File: src/hdl/mgmt_settings.svh
`ifndef MGMT_SETTINGS_SVH
`define MGMT_SETTINGS_SVH

//Bus widths
`define MGMT_DATA_WIDTH			32
`define MGMT_ADDR_WIDTH			16

//Offset widths inside one decoder window
`define MGMT_SMOL_ADDR_WIDTH	10
`define MGMT_BIG_ADDR_WIDTH		12

//Endpoint count on the small window bridge
`define MGMT_NUM_SMOL			4

//Tachometer gate time in sys_clk cycles (short for simulation)
`define MGMT_TACH_WINDOW		1000
`define MGMT_TACH_SCALE			60

//Value of the read-only ID register
`define MGMT_SYSINFO_ID			32'h7c0b_a5e1

`endif

File: src/hdl/mgmt_pkg.sv
`default_nettype none

`include "mgmt_settings.svh"

package mgmt_pkg;

	//////////////////////////////////////////////////////////////////////
	// APB link

	//Requester side of a link
	typedef struct packed {
		logic								psel;
		logic								penable;
		logic								pwrite;
		logic[`MGMT_ADDR_WIDTH-1:0]			paddr;
		logic[`MGMT_DATA_WIDTH-1:0]			pwdata;
	} apb_req_t;

	//Completer side of a link
	typedef struct packed {
		logic								pready;
		logic								pslverr;
		logic[`MGMT_DATA_WIDTH-1:0]			prdata;
	} apb_resp_t;

	//Error answer, also used as tie-off for an empty window
	localparam apb_resp_t APB_RESP_ERR = '{pready: 1'b1, pslverr: 1'b1, prdata: '0};

	//////////////////////////////////////////////////////////////////////
	// Address decode

	//Same host address word, seen by the root or by the small bridge
	typedef union packed {
		struct packed {
			logic								half;
			logic[`MGMT_ADDR_WIDTH-2:0]			rest;
		} root;
		struct packed {
			logic[1:0]							unused;
			logic[3:0]							window;
			logic[`MGMT_SMOL_ADDR_WIDTH-1:0]	offset;
		} smol;
	} mgmt_addr_u;

endpackage

`default_nettype wire

File: src/hdl/apb_bridge.sv
`default_nettype none

`include "mgmt_settings.svh"

module apb_bridge import mgmt_pkg::*; #(
	parameter int NUM_PORTS		= 2,
	parameter int BLOCK_BITS	= 15
) (
	input logic			sys_clk,
	input logic			reset,

	input apb_req_t		up_req,
	output apb_resp_t	up_resp,

	output apb_req_t	down_req[NUM_PORTS-1:0],
	input apb_resp_t	down_resp[NUM_PORTS-1:0]
);

	//Root split uses the half bit, everything else the small window view
	localparam bit ROOT_VIEW = (BLOCK_BITS == `MGMT_ADDR_WIDTH - 1);

	mgmt_addr_u						addr_u;
	logic[3:0]						sel_idx;
	logic[`MGMT_ADDR_WIDTH-1:0]		offset;
	logic							bad;
	logic							access;
	logic							err_q;
	apb_resp_t						sel_resp;

	//////////////////////////////////////////////////////////////////////
	// Address decode

	always_comb begin
		addr_u	= up_req.paddr;
		offset	= '0;

		if(ROOT_VIEW) begin
			sel_idx										= {3'b0, addr_u.root.half};
			offset[`MGMT_ADDR_WIDTH-2:0]				= addr_u.root.rest;
			bad											= 1'b0;
		end
		else begin
			sel_idx										= addr_u.smol.window;
			offset[`MGMT_SMOL_ADDR_WIDTH-1:0]			= addr_u.smol.offset;

			//Bits above the window index must be clear
			bad											= (addr_u.smol.unused != 2'b0);
		end

		//Index past the last port is unmapped
		if(int'(sel_idx) >= NUM_PORTS)
			bad		= 1'b1;

		access	= up_req.psel && up_req.penable;
	end

	//////////////////////////////////////////////////////////////////////
	// Request fan-out

	always_comb begin
		for(int i = 0; i < NUM_PORTS; i++) begin
			down_req[i]			= up_req;
			down_req[i].paddr	= offset;

			//Only the addressed port sees the select
			down_req[i].psel	= up_req.psel && !bad && (int'(sel_idx) == i);
			down_req[i].penable	= up_req.penable && down_req[i].psel;
		end
	end

	//////////////////////////////////////////////////////////////////////
	// Response mux and local error

	//Unmapped access completes on the second access cycle
	always_ff @(posedge sys_clk) begin
		if(reset)
			err_q	<= 1'b0;
		else
			err_q	<= access && bad && !err_q;
	end

	always_comb begin
		sel_resp	= '0;
		for(int i = 0; i < NUM_PORTS; i++) begin
			if(int'(sel_idx) == i)
				sel_resp	= down_resp[i];
		end

		//Nothing goes upstream outside the access phase
		if(!access)
			up_resp	= '0;
		else if(bad)
			up_resp	= err_q ? APB_RESP_ERR : '0;
		else
			up_resp	= sel_resp;
	end

endmodule

`default_nettype wire

File: src/hdl/apb_panel_status.sv
`default_nettype none

module apb_panel_status import mgmt_pkg::*; (
	input logic			sys_clk,
	input logic			reset,

	input apb_req_t		req,
	output apb_resp_t	resp,

	input logic[11:0]	trig_in_led,
	input logic[11:0]	trig_out_led,
	input logic[3:0]	relay_state,
	input logic[1:0]	rx_frame_ready,

	output logic		irq
);

	logic[11:0]		in_flipped;
	logic[11:0]		out_gated;
	logic			setup;
	logic			access;
	logic[31:0]		rdata;
	logic			bad;

	//Snapshot taken in the setup phase
	logic[31:0]		rdata_q;
	logic			err_q;

	//////////////////////////////////////////////////////////////////////
	// Status words

	always_comb begin
		//MSB to LSB, matches the expander pinout
		for(int i = 0; i < 12; i++)
			in_flipped[i]	= trig_in_led[11 - i];

		//Outputs routed through a closed relay are dark
		out_gated[7:0]		= trig_out_led[7:0];
		out_gated[11:8]		= trig_out_led[11:8] & ~relay_state;

		setup	= req.psel && !req.penable;
		access	= req.psel && req.penable;

		//Read-only block
		bad		= req.pwrite;
		case(req.paddr[7:0])
			8'h00:		rdata	= {20'h0, in_flipped};
			8'h04:		rdata	= {20'h0, out_gated};
			8'h08:		rdata	= {30'h0, rx_frame_ready};
			default: begin
				rdata	= '0;
				bad		= 1'b1;
			end
		endcase

		//Unknown offsets above the low byte
		if(req.paddr[15:8] != 8'h0)
			bad	= 1'b1;
	end

	//////////////////////////////////////////////////////////////////////
	// APB response

	always_ff @(posedge sys_clk) begin
		if(setup)
			rdata_q	<= rdata;
	end

	always_ff @(posedge sys_clk) begin
		if(reset)
			err_q	<= 1'b0;
		else if(setup)
			err_q	<= bad;
	end

	always_comb begin
		resp.pready		= access;
		resp.pslverr	= access && err_q;
		resp.prdata		= access ? rdata_q : '0;
	end

	//Either Ethernet port has a frame waiting
	always_comb begin
		irq	= |rx_frame_ready;
	end

endmodule

`default_nettype wire

File: src/hdl/apb_reg_slice.sv
`default_nettype none

module apb_reg_slice import mgmt_pkg::*; #(
	parameter int UP_REG	= 1,
	parameter int DOWN_REG	= 0
) (
	input logic			sys_clk,
	input logic			reset,

	input apb_req_t		up_req,
	output apb_resp_t	up_resp,

	output apb_req_t	down_req,
	input apb_resp_t	down_resp
);

	//Link between the request stage and the response stage
	apb_req_t	mid_req;
	apb_resp_t	mid_resp;

	//////////////////////////////////////////////////////////////////////
	// Request path stage

	if(UP_REG != 0) begin : g_req_reg
		apb_req_t	req_q;
		logic		mid_done;

		always_comb begin
			mid_done	= req_q.psel && req_q.penable && mid_resp.pready;
			mid_req		= req_q;

			//Pass completion back only while our copy is in its access phase
			up_resp		= (req_q.psel && req_q.penable) ? mid_resp : '0;
		end

		always_ff @(posedge sys_clk) begin
			if(reset) begin
				req_q.psel		<= 1'b0;
				req_q.penable	<= 1'b0;
			end

			//Requester still shows the finished transfer this cycle, drop it
			else if(mid_done) begin
				req_q.psel		<= 1'b0;
				req_q.penable	<= 1'b0;
			end

			//Requester holds its request during waits, so this also holds
			else
				req_q			<= up_req;
		end
	end
	else begin : g_req_pass
		always_comb begin
			mid_req	= up_req;
			up_resp	= mid_resp;
		end
	end

	//////////////////////////////////////////////////////////////////////
	// Response path stage

	if(DOWN_REG != 0) begin : g_resp_reg
		apb_resp_t	resp_q;
		logic		down_fire;

		always_comb begin
			//Mask the select while the registered answer is shown upstream
			down_req			= mid_req;
			down_req.psel		= mid_req.psel && !resp_q.pready;
			down_req.penable	= mid_req.penable && !resp_q.pready;

			down_fire			= down_req.psel && down_req.penable && down_resp.pready;
			mid_resp			= resp_q;
		end

		always_ff @(posedge sys_clk) begin
			if(reset)
				resp_q.pready	<= 1'b0;
			else
				resp_q.pready	<= down_fire;

			//Data and error flag only
			if(down_fire) begin
				resp_q.pslverr	<= down_resp.pslverr;
				resp_q.prdata	<= down_resp.prdata;
			end
		end
	end
	else begin : g_resp_pass
		always_comb begin
			down_req	= mid_req;
			mid_resp	= down_resp;
		end
	end

endmodule

`default_nettype wire

File: src/hdl/apb_sysinfo.sv
`default_nettype none

`include "mgmt_settings.svh"

module apb_sysinfo import mgmt_pkg::*; (
	input logic			sys_clk,
	input logic			reset,

	input apb_req_t		req,
	output apb_resp_t	resp,

	input logic[15:0]	fan0_speed,
	input logic[15:0]	fan1_speed
);

	//Register map
	localparam logic[`MGMT_SMOL_ADDR_WIDTH-1:0] REG_ID		= 'h0;
	localparam logic[`MGMT_SMOL_ADDR_WIDTH-1:0] REG_SCRATCH	= 'h4;
	localparam logic[`MGMT_SMOL_ADDR_WIDTH-1:0] REG_FAN		= 'h8;

	logic								access;
	logic[`MGMT_SMOL_ADDR_WIDTH-1:0]	offset;
	logic[`MGMT_DATA_WIDTH-1:0]			scratch;

	//////////////////////////////////////////////////////////////////////
	// Read mux and completion

	always_comb begin
		access	= req.psel && req.penable;
		offset	= req.paddr[`MGMT_SMOL_ADDR_WIDTH-1:0];
		resp	= '0;

		//Always done on the first access cycle
		if(access) begin
			resp.pready	= 1'b1;
			case(offset)
				REG_ID: begin
					resp.prdata		= `MGMT_SYSINFO_ID;
					resp.pslverr	= req.pwrite;
				end

				REG_SCRATCH:
					resp.prdata		= scratch;

				//fan1 in upper half
				REG_FAN: begin
					resp.prdata		= {fan1_speed, fan0_speed};
					resp.pslverr	= req.pwrite;
				end

				default:
					resp.pslverr	= 1'b1;
			endcase
		end
	end

	//////////////////////////////////////////////////////////////////////
	// Scratch register

	always_ff @(posedge sys_clk) begin
		if(reset)
			scratch	<= '0;
		else if(access && req.pwrite && (offset == REG_SCRATCH))
			scratch	<= req.pwdata;
	end

endmodule

`default_nettype wire

File: src/hdl/fan_tachometer.sv
`default_nettype none

`include "mgmt_settings.svh"

module fan_tachometer (
	input logic			sys_clk,
	input logic			reset,
	input logic			tach,

	output logic[15:0]	speed
);

	localparam int WIN_BITS = $clog2(`MGMT_TACH_WINDOW);

	//Two sync stages plus one for edge detect
	logic[2:0]				tach_sync;
	logic					rise;

	logic[WIN_BITS-1:0]		win_count;
	logic					win_end;
	logic[15:0]				pulse_count;

	//////////////////////////////////////////////////////////////////////
	// Input synchronizer

	always_ff @(posedge sys_clk) begin
		tach_sync	<= {tach_sync[1:0], tach};
	end

	always_comb begin
		rise	= tach_sync[1] && !tach_sync[2];
		win_end	= (win_count == WIN_BITS'(`MGMT_TACH_WINDOW - 1));
	end

	//////////////////////////////////////////////////////////////////////
	// Gate window and pulse counter

	always_ff @(posedge sys_clk) begin
		if(reset) begin
			win_count	<= '0;
			pulse_count	<= '0;
			speed		<= '0;
		end

		//Publish and restart, an edge in the last cycle goes to the next window
		else if(win_end) begin
			win_count	<= '0;
			pulse_count	<= {15'b0, rise};
			speed		<= 16'(pulse_count * `MGMT_TACH_SCALE);
		end

		else begin
			win_count	<= win_count + 1'b1;
			pulse_count	<= pulse_count + {15'b0, rise};
		end
	end

endmodule

`default_nettype wire

File: src/hdl/mgmt_subsystem.sv
`default_nettype none

`include "mgmt_settings.svh"

module mgmt_subsystem import mgmt_pkg::*; (
	input logic			sys_clk,
	input logic			reset,

	//Host port
	input apb_req_t		host_req,
	output apb_resp_t	host_resp,

	//External completers
	output apb_req_t	relay_req,
	input apb_resp_t	relay_resp,
	output apb_req_t	big_req,
	input apb_resp_t	big_resp,

	//Fan tachometers
	input logic[1:0]	fan_tach,

	//Front panel and Ethernet status
	input logic[11:0]	trig_in_led,
	input logic[11:0]	trig_out_led,
	input logic[3:0]	relay_state,
	input logic[1:0]	rx_frame_ready,
	output logic		irq
);

	//////////////////////////////////////////////////////////////////////
	// Root bridge, 0x8000 per half

	apb_req_t	root_req[1:0];
	apb_resp_t	root_resp[1:0];

	apb_bridge #(.NUM_PORTS(2), .BLOCK_BITS(`MGMT_ADDR_WIDTH - 1)) u_root (
		.sys_clk(sys_clk), .reset(reset),
		.up_req(host_req), .up_resp(host_resp),
		.down_req(root_req), .down_resp(root_resp));

	//////////////////////////////////////////////////////////////////////
	// Small window bridge, 0x400 per endpoint

	apb_req_t	smol_up_req;
	apb_resp_t	smol_up_resp;
	apb_req_t	smol_req[`MGMT_NUM_SMOL-1:0];
	apb_resp_t	smol_resp[`MGMT_NUM_SMOL-1:0];

	apb_reg_slice #(.UP_REG(1), .DOWN_REG(1)) u_slice_smol (
		.sys_clk(sys_clk), .reset(reset),
		.up_req(root_req[0]), .up_resp(root_resp[0]),
		.down_req(smol_up_req), .down_resp(smol_up_resp));

	apb_bridge #(.NUM_PORTS(`MGMT_NUM_SMOL), .BLOCK_BITS(`MGMT_SMOL_ADDR_WIDTH)) u_smol (
		.sys_clk(sys_clk), .reset(reset),
		.up_req(smol_up_req), .up_resp(smol_up_resp),
		.down_req(smol_req), .down_resp(smol_resp));

	//Window 3 is empty
	assign smol_resp[3] = APB_RESP_ERR;

	//////////////////////////////////////////////////////////////////////
	// System information (0x0000)

	logic[15:0]	fan0_speed;
	logic[15:0]	fan1_speed;

	fan_tachometer u_tach0 (.sys_clk(sys_clk), .reset(reset), .tach(fan_tach[0]),
		.speed(fan0_speed));
	fan_tachometer u_tach1 (.sys_clk(sys_clk), .reset(reset), .tach(fan_tach[1]),
		.speed(fan1_speed));

	apb_sysinfo u_sysinfo (
		.sys_clk(sys_clk), .reset(reset),
		.req(smol_req[0]), .resp(smol_resp[0]),
		.fan0_speed(fan0_speed), .fan1_speed(fan1_speed));

	//////////////////////////////////////////////////////////////////////
	// Front panel status and irq (0x0400)

	apb_panel_status u_panel (
		.sys_clk(sys_clk), .reset(reset),
		.req(smol_req[1]), .resp(smol_resp[1]),
		.trig_in_led(trig_in_led), .trig_out_led(trig_out_led),
		.relay_state(relay_state), .rx_frame_ready(rx_frame_ready),
		.irq(irq));

	//////////////////////////////////////////////////////////////////////
	// External ports

	//Relay controller (0x0800)
	apb_reg_slice #(.UP_REG(1), .DOWN_REG(0)) u_slice_relay (
		.sys_clk(sys_clk), .reset(reset),
		.up_req(smol_req[2]), .up_resp(smol_resp[2]),
		.down_req(relay_req), .down_resp(relay_resp));

	//Big window (0x8000)
	apb_req_t	big_slice_req;

	apb_reg_slice #(.UP_REG(1), .DOWN_REG(0)) u_slice_big (
		.sys_clk(sys_clk), .reset(reset),
		.up_req(root_req[1]), .up_resp(root_resp[1]),
		.down_req(big_slice_req), .down_resp(big_resp));

	//Single 4 KB block, upper offset bits alias
	always_comb begin
		big_req			= big_slice_req;
		big_req.paddr	= '0;
		big_req.paddr[`MGMT_BIG_ADDR_WIDTH-1:0] = big_slice_req.paddr[`MGMT_BIG_ADDR_WIDTH-1:0];
	end

endmodule

`default_nettype wire

File: config.mk
export PLATFORM = sky130hd
export DESIGN_NAME = mgmt_subsystem
export DESIGN_NICKNAME = d
export VERILOG_FILES = /design/src/hdl/mgmt_pkg.sv /design/src/hdl/apb_bridge.sv /design/src/hdl/apb_panel_status.sv /design/src/hdl/apb_reg_slice.sv /design/src/hdl/apb_sysinfo.sv /design/src/hdl/fan_tachometer.sv /design/src/hdl/mgmt_subsystem.sv
export VERILOG_INCLUDE_DIRS = /design/src /design/src/hdl
export SDC_FILE = /design/constraint.sdc
export NUM_CORES = 1
export LEC_CHECK = 0
export BUFFER_PORTS_ARGS = -buffer_cell sky130_fd_sc_hd__buf_4
export CAP_MARGIN = 20
export CORE_UTILIZATION = 55
export DETAILED_ROUTE_END_ITERATION = 10
export GPL_ROUTABILITY_DRIVEN = 0
export PLACE_DENSITY = 0.84
export SYNTH_ARGS = -nofsm -noshare
export SYNTH_HDL_FRONTEND = slang
export SYNTH_HIERARCHICAL = 1
export SYNTH_SLANG_ARGS = --single-unit
File: constraint.sdc
create_clock -name sys_clk -period 4.7 [get_ports sys_clk]
set_clock_uncertainty 0.05 [all_clocks]
set_input_delay 0.235 -clock sys_clk [delete_from_list [all_inputs] [get_ports sys_clk]]
set_output_delay 0.235 -clock sys_clk [all_outputs]
set_load 0.005 [all_outputs]
== Word-level counts from Yosys, hierarchy flattened ==
Cells that the tools add are included.
Storage, ports and cells
  word-level logic and storage cells: 141
  output and inout port bits: 137
  bits of input ports: 153
  bits in registers: 329
Operators by class
  mux-type cells: 26
  reductions and logical operators: 59
  $mul: 2
  $add $sub $neg: 4
  magnitude comparators: 2
  eq/ne operators: 9
  bitwise logic cells: 6
Operators by type and width (number)
  two-way mux 34 bit: 16
  case mux 32 bit (3 select lines): 1
  case mux 12 bit (3 select lines): 1
  logical AND 1 bit: 35
  adder 16 x 1 -> 16 bit: 2
  multiplier 16 x 4 -> 14 bit (second input constant): 2
  two-way mux 32 bit: 1
  adder 10 x 1 -> 10 bit (second input constant): 2
  == test 10 bit (second input constant): 2
  OR reduction 2 bit: 7
  == test 10 x 3 -> 1 bit (second input constant): 1
  == test 10 x 4 -> 1 bit (second input constant): 1
  zero test 10 bit: 1
  == test 4 x 3 -> 1 bit (second input constant): 2
  == test 8 x 3 -> 1 bit (second input constant): 1
  == test 8 x 4 -> 1 bit (second input constant): 1
  zero test 1 bit: 8
  zero test 4 bit: 2
  zero test 8 bit: 1
  nonzero test 8 bit: 1
  two-way mux 1 bit: 6
  AND reduction 2 bit: 3
  bitwise AND 4 bit: 1
  == test 4 x 2 -> 1 bit (second input constant): 1
  6 further kinds: 9

== Depth between registers and ports, before layout ==
Gate-level depths: netlist of the first run.
  depth after elaboration: 15
  mapped depth: 14
  gate-level depth less buffers: 10

== Modules after synthesis ==
The synthesis of the first run kept the hierarchy.
By module, submodules not included
  apb_reg_slice (u_slice_big ...): sequential area each 1511.4 um^2, area an instance 1773.0 um^2, instances 2, cells each 94
  apb_reg_slice (u_slice_smol): sequential area each 2522.4 um^2, area an instance 3181.8 um^2, instances 1, cells each 182
  apb_bridge (u_smol): sequential area each 20.0 um^2, area an instance 2830.2 um^2, instances 1, cells each 397
  fan_tachometer (u_tach0): sequential area each 820.8 um^2, area an instance 2767.7 um^2, instances 1, cells each 306
  fan_tachometer (u_tach1): sequential area each 820.8 um^2, area an instance 2756.4 um^2, instances 1, cells each 301
  apb_sysinfo: sequential area each 640.6 um^2, area an instance 2399.8 um^2, instances 1, cells each 300
  apb_bridge (u_root): sequential area each 0.0 um^2, area an instance 1293.7 um^2, instances 1, cells each 179
  apb_panel_status: sequential area each 380.4 um^2, area an instance 964.7 um^2, instances 1, cells each 98
  mgmt_subsystem: sequential area each 0.0 um^2, area an instance 37.5 um^2, instances 1, cells each 6

== Worst setup path after synthesis of the first run ==
No wires, ideal clock.
  kind: reg2reg
  start point: register u_slice_big.g_req_reg.req_q, in the netlist u_slice_big/down_req[49]
  end point: register u_slice_big.g_req_reg.req_q, in the netlist u_slice_big/down_req[0], enable pin
  path buffers: 0
  cell stages (with the launch flop): 2
  clock period less this slack: 3.669 ns
  setup time: 0.487 ns
  required time: 4.163 ns
  slack: 1.031 ns
  data arrival time: 3.132 ns
  path through: dfxtp_1 -> a31oi_1
Between the ends
  cells in the longest elaborated chain, start to end: 4
RTL lines
  from (decl): line apb_reg_slice.sv:25  | apb_req_t req_q;
  from (signal assigned): line apb_reg_slice.sv:50  | req_q <= up_req;
  logical AND 1 bit (2 in a row): line apb_reg_slice.sv:29  | mid_done = req_q.psel && req_q.penable && mid_resp.pready;
  inverter 1 bit (no line)
  AND reduction 2 bit (no line)
No other way between the ends.
A chain may end at the register's enable or synchronous reset.

==> results of run 1 <==
-- worst max-delay path: stages, from the launching register on --
cell and delay [ns]:
edfxtp_1 0.38, or2_4 0.33, nor3_4 0.29, nand3_4 0.40
nor2_1 0.22, buf_4 0.20, and2_1 0.14, inv_1 0.03
o21ai_0 0.18, nand3_1 0.12, a31oi_1 0.28, and3_1 0.29
buf_4 0.40
-- sequential cells by signal, summed over array words and instances (netlist names), 10 cells and up --
name and count:
u_slice_relay/down_req 51, u_slice_smol/down_req 49, u_slice_big/down_req 47, u_slice_smol/g_resp_reg.resp_q 34, u_sysinfo/scratch 32, u_tach0/pulse_count 14, u_tach0/speed 14, u_tach1/pulse_count 14
u_tach1/speed 14, u_panel/rdata_q 12, u_tach0/win_count 10, u_tach1/win_count 10
-- report_power, final --
group | switching, mW | total (mW) | internal [mW] | leakage [nW]
clock network | 1.11 | 2.62 | 1.51 | 0.539
registers | 0.0549 | 3.05 | 3.00 | 2.88
logic | 0.283 | 0.564 | 0.281 | 5.56
-- cell type report --
| class | count | area (sq um) |
|---|---|---|
| Sequential cell | 311 | 8110 |
| Inverter | 90 | 338 |
| Multi-Input combinational cell | 1146 | 8210 |
| Tap cell | 448 | 561 |
| Timing Repair Buffer | 362 | 2870 |
| Fill cell | 2567 | 12500 |
| Clock inverter | 16 | 130 |
| Clock buffer | 46 | 961 |
-- metal layers --
layer  wire, microns  vias to the layer above
li1                -                     6230
met1           18100                     6395
met2           22200                      661
met3            4160                       92
met4            1570                        0
met5               0                        -
-- through the flow --
| stage | cell area (sq um) | worst slack, ns |
|---|---|---|
| finish | 21200 | 1.03 |
| global route | 21200 | 0.820 |
| CTS | 21100 | 1.14 |
| detailed placement | 19500 | 1.14 |
| global placement | 19500 | 1.30 |
| floorplan | 19200 | 1.03 |
-- worst paths after layout --
kind | cells past startpoint | to | slack [ns]
setup / recovery | 12 | u_slice_smol/g_resp_reg.resp_q[19] | 1.03
hold / removal | 3 | u_slice_big/down_req[50] | 0.01
setup reg to reg | 12 | u_slice_smol/g_resp_reg.resp_q[19] | 1.03
hold reg to reg | 0 | u_tach1/tach_sync[2] | 0.28
==> results.json, run 1 <==
{
  "run_status": "complete, no violations",
  "timing_worst_setup_path_type": "reg -> reg",
  "post_route_cells_drive_above_1_share_pct": 22.3,
  "die_h_microns": 188,
  "layout_commonest_cell": "buf_4",
  "min_path_type": "in -> reg",
  "pin_count": 290,
  "grt_use_met3_pct": 5.03,
  "initial_antenna_violation_count": 0,
  "use_met2_pct": 43.8,
  "detail_route.wirelength_mm": 46.0,
  "power.ir.vdd_worst_mv": 0.322,
  "antenna_cells_inserted": 0,
  "max_h_tree_level": 2,
  "cts-root-to-sink-buffers": 3,
  "ant_nets": 0,
  "floorplan.initialDensity_pct": 56.3,
  "cp.required_ns": 4.83,
  "finalSetupViolations": 0,
  "timing_worst_slew_pin_value_ns": 1.10,
  "tritoncts_num_sinks": 311,
  "clk_pin_slew_ns": 0.06,
  "numnets_final": 2192,
  "area.growth.synth_to_final_pct": 11.6,
  "via_count_of_the_first_global_routing_pass": 13300,
  "drt_iter0_markers": 1310,
  "synthesis.instances": 1860,
  "cap_violations": 0,
  "hold_viol_final": 0,
  "pin_count_of_the_biggest_net_entering_global_routing": 67,
  "die_width_microns": 188,
  "total_leakage_power_nw": 8.98,
  "most-common-layout-cells": "buf_4, edfxtp_1, nor2_1, and3_1, dfxtp_1",
  "worst_r2r_src": "u_slice_smol/down_req[45]",
  "post_synth.cell_area_avg_sq_um": 10.2,
  "timing.critical_path.arrival_ns": 3.80,
  "finalMaxSlewViolations": 0,
  "finalCriticalPeriod_ns": 3.67,
  "cts_hold_buf": 51,
  "grt_use_total_pct": 25.7,
  "worst_hold_startpoint": "host_req[50]",
  "finalCoreUtilization_pct": 62.8,
  "setup.worst_path.end_class": "flop",
  "max_slew_margin_pct": 26.8,
  "worstSetupStartpoint": "u_slice_smol/down_req[45]",
  "post-dp-hpwl_mm": 32.0,
  "timing.setup.tns_ns": 0,
  "start_kind": "flop",
  "synth_area_sq_um": 19000,
  "tritoncts.num_buffers": 34,
  "cts_resized": 0,
  "grt_first_pass_wirelength_mm": 71.8,
  "crit_fanout": 35,
  "row_count": 67,
  "total_setup_buffers_inserted_after_cts": 0,
  "post-place-cells": 2304,
  "wl_per_cell_microns": 19.0,
  "final.period_utilization_pct": 78.1,
  "grt_setup_unrepaired": "no",
  "groute.layer.met1.usage_pct": 32.5,
  "maxClockFrequency_mhz": 273,
  "routed_via_density": 5.53,
  "post_layout_nonfiller_instances": 2419,
  "core_area_sq_um": 33700,
  "die_area_sq_um": 35200,
  "synth-warning-count": 6,
  "port_buffers": 285,
  "power_per_cell_area_nw_per_um2": 294,
  "worstSkewPairLatency_ns": 0.53,
  "route.vias.total": 13400,
  "drc": 0,
  "clk_root_buffer_cell": "clkbuf_16",
  "fin_total_pwr_mw": 6.23,
  "global_route.overflow_total": 0,
  "top_usage_layer": "met2",
  "whs_ns": 0.0118,
  "cts_tree": "yes",
  "first_pass_iters": 8
}
(Power assumes the default switching activity.)
==> inputs of run 2 (changes only) <==
Settings changed: ABC_AREA set to 1.
Clock period 4.7 ns to 3.5 ns, I/O delays scaled along.
==> run 2 against run 1 <==
Worst hold slack better by 0.0053 ns. Die area up 8.8%. Cell area up 8.2%. Synthesized area up 8.9%. Maximum frequency up 21%. First-iteration DRC count down 5.0%. Non-clock buffer count up 16. Critical path depth up 2. Combinational power up 23%. Clock power up 32%. Setup slack worse by 0.55 ns. Critical path type unchanged. Largest cell class unchanged.
==> results.json, run 2 <==
{
  "cap_violations": 0,
  "instance_area_at_placement_sq_um": 21100,
  "timing.setup.tns_ns": 0,
  "ant_nets": 0,
  "first_pass_iters": 6,
  "ff2ff_setup_slack_ns": 0.48,
  "global_route.overflow_total": 0,
  "finalCoreUtilization_pct": 62.3,
  "maxClockFrequency_mhz": 331,
  "pin_count": 290,
  "synth-warning-count": 6,
  "synthesis.instances": 2638,
  "whs_endpoint": "u_slice_big/down_req[49]",
  "row_count": 70,
  "most-common-layout-cells": "inv_1, nand2_1, nor2_1, buf_4, nand3_1",
  "synth_area_sq_um": 20700,
  "max_slew_margin_pct": 30.2,
  "timing.critical_path.arrival_ns": 3.40,
  "cts_resized": 0,
  "die_h_microns": 196,
  "die_area_sq_um": 38300,
  "finalWorstSetupSlack_ns": 0.477,
  "antenna_cells_inserted": 0,
  "post-place-cells": 3105,
  "whs_ns": 0.0171,
  "power_per_cell_area_nw_per_um2": 359,
  "pin_count_of_the_biggest_net_entering_global_routing": 73,
  "layout_commonest_cell": "inv_1",
  "layout.filler_cells": 2989,
  "area.growth.synth_to_final_pct": 10.8,
  "seq_area_sq_um": 8110,
  "post_synth.cell_area_avg_sq_um": 7.83,
  "total_leakage_power_nw": 10.8,
  "multi_input_area_sq_um": 8160,
  "worstSkewPairLatency_ns": 0.54,
  "drt_iter0_markers": 1245,
  "route.vias.total": 16100,
  "worst_r2r_src": "u_tach0/pulse_count[2]",
  "worst_hold_startpoint": "host_req[49]",
  "worst-r2r-cell-count": 14,
  "min_path_type": "in -> reg",
  "timing_worst_slew_pin_value_ns": 1.05,
  "grt_setup_unrepaired": "no",
  "routed_via_density": 4.95,
  "detail_route.wirelength_mm": 47.3,
  "cts_tree": "yes",
  "holdPathStages": 5,
  "tritoncts.num_buffers": 35,
  "run_status": "complete, no violations",
  "worst_r2r_endpoint": "u_tach0/speed[15]",
  "post-place-ws_ns": 0.516,
  "via_count_of_the_first_global_routing_pass": 15600,
  "finalCriticalPeriod_ns": 3.02,
  "final_cell_area_sq_um": 22900,
  "power.ir.vdd_worst_mv": 0.413,
  "final.period_utilization_pct": 86.4,
  "cp.required_ns": 3.87,
  "initial_antenna_violation_count": 0,
  "drc": 0,
  "timing_worst_setup_path_type": "reg -> reg",
  "die_width_microns": 196,
  "wl_per_cell_microns": 14.6,
  "finalSetupViolations": 0,
  "grt_use_total_pct": 24.6,
  "hold_viol_final": 0,
  "max_h_tree_level": 2,
  "clk_root_buffer_cell": "clkbuf_16",
  "clk_pin_slew_ns": 0.06,
  "cts-root-to-sink-buffers": 3,
  "post-dp-hpwl_mm": 33.4,
  "post_layout_nonfiller_instances": 3244,
  "core_area_sq_um": 36800,
  "port_buffers": 285,
  "fin_total_pwr_mw": 8.22,
  "tritoncts_num_sinks": 311,
  "start_kind": "flop",
  "numnets_final": 2997,
  "finalMaxSlewViolations": 0,
  "crit_fanout": 6,
  "grt_first_pass_wirelength_mm": 76.4,
  "post_route_cells_drive_above_1_share_pct": 19.1,
  "floorplan.initialDensity_pct": 56.2,
  "setup.worst_path.end_class": "flop",
  "number_of_flip_flops_in_the_largest_register": 51
}
## run 2: worst max-delay path by stage
stage                     slack (ns)                      start                                end
final                           0.48     u_tach0/pulse_count[2]                  u_tach0/speed[15]
after global routing            0.28     u_tach0/pulse_count[3]                  u_tach0/speed[10]
after CTS                       0.50     u_tach1/pulse_count[2]                   u_tach1/speed[9]
after detailed placement        0.52     u_tach1/pulse_count[2]                   u_tach1/speed[9]
after global placement          0.64     u_tach0/pulse_count[3]                  u_tach0/speed[15]
after floorplan                 0.19  u_slice_smol/down_req[45]  u_slice_smol/g_resp_reg.resp_q[0]
## run 2: timing repair
action / in CTS / in global routing
hold buffers: 75 / 0
endpoints found under the hold margin: 110 / 0
buffers inserted: 0 / 0
## run 2: report_power, final
part	switching [mW]	leakage [nW]	internal, mW
clock	1.55	0.527	1.92
sequential	0.0591	2.71	3.99
combinational	0.368	7.60	0.326
## run 2: area by class of cell
| type | instances | share of cell area, % |
|---|---|---|
| clock buffer | 45 | 4.08 |
| clock inverter | 18 | 0.628 |
| inverter | 508 | 8.40 |
| multi-input combinational | 1516 | 35.6 |
| sequential | 311 | 35.4 |
| tap | 468 | 2.56 |
| timing repair buffer | 378 | 13.3 |
## run 2: worst max-delay path: stages (launching register included)
cell     delay, ns
dfxtp_1       0.46
inv_1         0.15
fa_1          0.51
fa_1          0.50
inv_1         0.05
ha_1          0.39
nand2_1       0.11
nand3_1       0.20
inv_1         0.06
nor2_1        0.10
nor2_1        0.07
nand2_1       0.07
nand3_1       0.06
nand2_1       0.09
inv_1         0.04
## run 2: layer usage
metal	up-vias	wire length, microns	global-route usage (%)
li1	7932	-	-
met1	7358	18900	29.4
met2	649	23200	43.7
met3	125	3430	4.16
met4	0	1790	9.98
met5	-	0	0
==> inputs of run 3 (changes only) <==
Settings changed: CAP_MARGIN 20 to not set, CTS_BUF_LIST set to sky130_fd_sc_hd__clkbuf_4 sky130_fd_sc_hd__clkbuf_8 sky130_fd_sc_hd__clkbuf_16, PLACE_DENSITY 0.84 to 0.88.
==> run 3 against run 2 <==
Via count is 1.9% higher. Critical path type unchanged. Clock-buffer cell count is 4 higher. First-iteration DRC count is 46% higher. Highest routed layer unchanged. Clock power is 6.6% higher. Routed wire length is 6.0% higher. Critical path depth is 2 lower. Core utilization is 0.19 points higher. Die area stayed put. Global-route usage is 1.5 points higher. Largest cell class unchanged. Maximum frequency is 0.21% lower. Sequential share of layout area is 0.11 points lower. Non-clock buffer count is 1 higher.
==> results.json, run 3 (synthesis results as in run 2) <==
{
  "min_path_type": "in -> reg",
  "ff2ff_setup_slack_ns": 0.47,
  "final.period_utilization_pct": 86.6,
  "route.vias.total": 16400,
  "cts_tree": "yes",
  "instance_area_at_placement_sq_um": 21000,
  "maxClockFrequency_mhz": 330,
  "detail_route.wirelength_mm": 50.2,
  "grt_first_pass_wirelength_mm": 80.2,
  "cap_violations": 0,
  "ant_nets": 0,
  "power.ir.vdd_worst_mv": 0.364,
  "die_h_microns": 196,
  "number_of_flip_flops_in_the_largest_register": 51,
  "finalSetupViolations": 0,
  "final_cell_area_sq_um": 23000,
  "global_route.overflow_total": 0,
  "grt_setup_unrepaired": "no",
  "most-common-layout-cells": "inv_1, nand2_1, nor2_1, buf_4, nand3_1",
  "tritoncts_num_sinks": 311,
  "die_width_microns": 196,
  "numnets_final": 2998,
  "pin_count_of_the_biggest_net_entering_global_routing": 73,
  "clk_root_buffer_cell": "clkbuf_16",
  "first_pass_iters": 8,
  "finalCriticalPeriod_ns": 3.03,
  "run_status": "complete, no violations",
  "worstSkewPairLatency_ns": 0.56,
  "routed_via_density": 5.04,
  "row_count": 70,
  "timing_worst_setup_path_type": "reg -> reg",
  "timing_worst_slew_pin_value_ns": 1.31,
  "grt_use_total_pct": 26.1,
  "port_buffers": 285,
  "die_area_sq_um": 38300,
  "power_per_cell_area_nw_per_um2": 369,
  "wl_per_cell_microns": 15.5,
  "clk_pin_slew_ns": 0.06,
  "timing.critical_path.arrival_ns": 3.43,
  "area.growth.synth_to_final_pct": 11.2,
  "floorplan.initialDensity_pct": 56.2,
  "finalMaxSlewViolations": 0,
  "pin_count": 290,
  "finalCoreUtilization_pct": 62.4,
  "drc": 0,
  "max_h_tree_level": 2,
  "hold_viol_final": 0,
  "post-place-cells": 3104,
  "post_layout_nonfiller_instances": 3247,
  "timing.setup.tns_ns": 0,
  "cp.required_ns": 3.90,
  "layout_commonest_cell": "inv_1",
  "total_leakage_power_nw": 10.9,
  "via_count_of_the_first_global_routing_pass": 16000,
  "post_route_cells_drive_above_1_share_pct": 19.3,
  "holdPathStages": 4,
  "post-dp-hpwl_mm": 33.9,
  "core_area_sq_um": 36800,
  "drt_iter0_markers": 1817,
  "start_kind": "flop",
  "worst-r2r-cell-count": 12,
  "tritoncts.num_buffers": 35,
  "setup.worst_path.end_class": "flop",
  "max_slew_margin_pct": 12.8,
  "cts-root-to-sink-buffers": 3,
  "crit_fanout": 5,
  "initial_antenna_violation_count": 2
}
[run 3: metrics by stage]
step	total power, mW	hold WS [ns]	setup WS [ns]
4_1_cts	8.44	0.00322	0.541
3_3_place_gp	4.72	0.233	0.632
5_1_grt	8.74	0.0451	0.222
2_1_floorplan	4.64	0.153	0.189
6_report	8.47	0.0175	0.471
3_5_place_dp	4.75	0.236	0.546
[run 3: layout make-up]
| cell class | count | area, sq um |
|---|---|---|
| Antenna cell | 2 | 5.00 |
| Clock buffer | 49 | 1030 |
| Clock inverter | 14 | 121 |
| Fill cell | 2884 | 13800 |
| Inverter | 508 | 1920 |
| Multi-Input combinational cell | 1516 | 8160 |
| Sequential cell | 311 | 8110 |
| Tap cell | 468 | 586 |
| Timing Repair Buffer | 379 | 3040 |
[run 3: final timing paths]
path / from / end
setup reg to reg: u_tach0/pulse_count[5] / u_tach0/speed[14]
hold reg to reg: u_tach1/tach_sync[0] / u_tach1/tach_sync[1]
setup / recovery: u_tach0/pulse_count[5] / u_tach0/speed[14]
hold / removal: relay_resp[33] / u_slice_relay/down_req[49]
[run 3: worst max-delay path: stages (launching register included)]
cell	delay, ns
dfxtp_1	0.41
inv_1	0.17
fa_1	0.52
fa_1	0.50
inv_1	0.04
ha_1	0.35
nand2_1	0.12
nor2_1	0.22
nand3_1	0.19
nand4_1	0.14
nand3_1	0.08
nand2_1	0.09
inv_1	0.04
[run 3: timing repair]
item / in CTS / in global routing
endpoints found under the hold margin: 114 / 0
gates resized for setup: 0 / 0
hold buffers: 78 / 0
setup endpoints to repair: 0 / 0
buffers inserted: 0 / 0
[run 3: power by group]
| group | leakage [nW] | internal [mW] | switching (mW) |
|---|---|---|---|
| Combinational | 7.59 | 0.325 | 0.378 |
| Clock | 0.582 | 2.16 | 1.55 |
| Sequential | 2.71 | 4.00 | 0.0646 |
[run 3: per-layer routing]
layer  vias to the layer above  GRT usage (%)  part of all wire (%)  wire length, microns
li1                       7930              -                     -                     -
met1                      7479           30.7                    39                 19400
met2                       796           45.5                    49                 24500
met3                       159           5.05                   8.0                  4000
met4                         0           12.8                   4.5                  2280
met5                         -              0                     0                     0
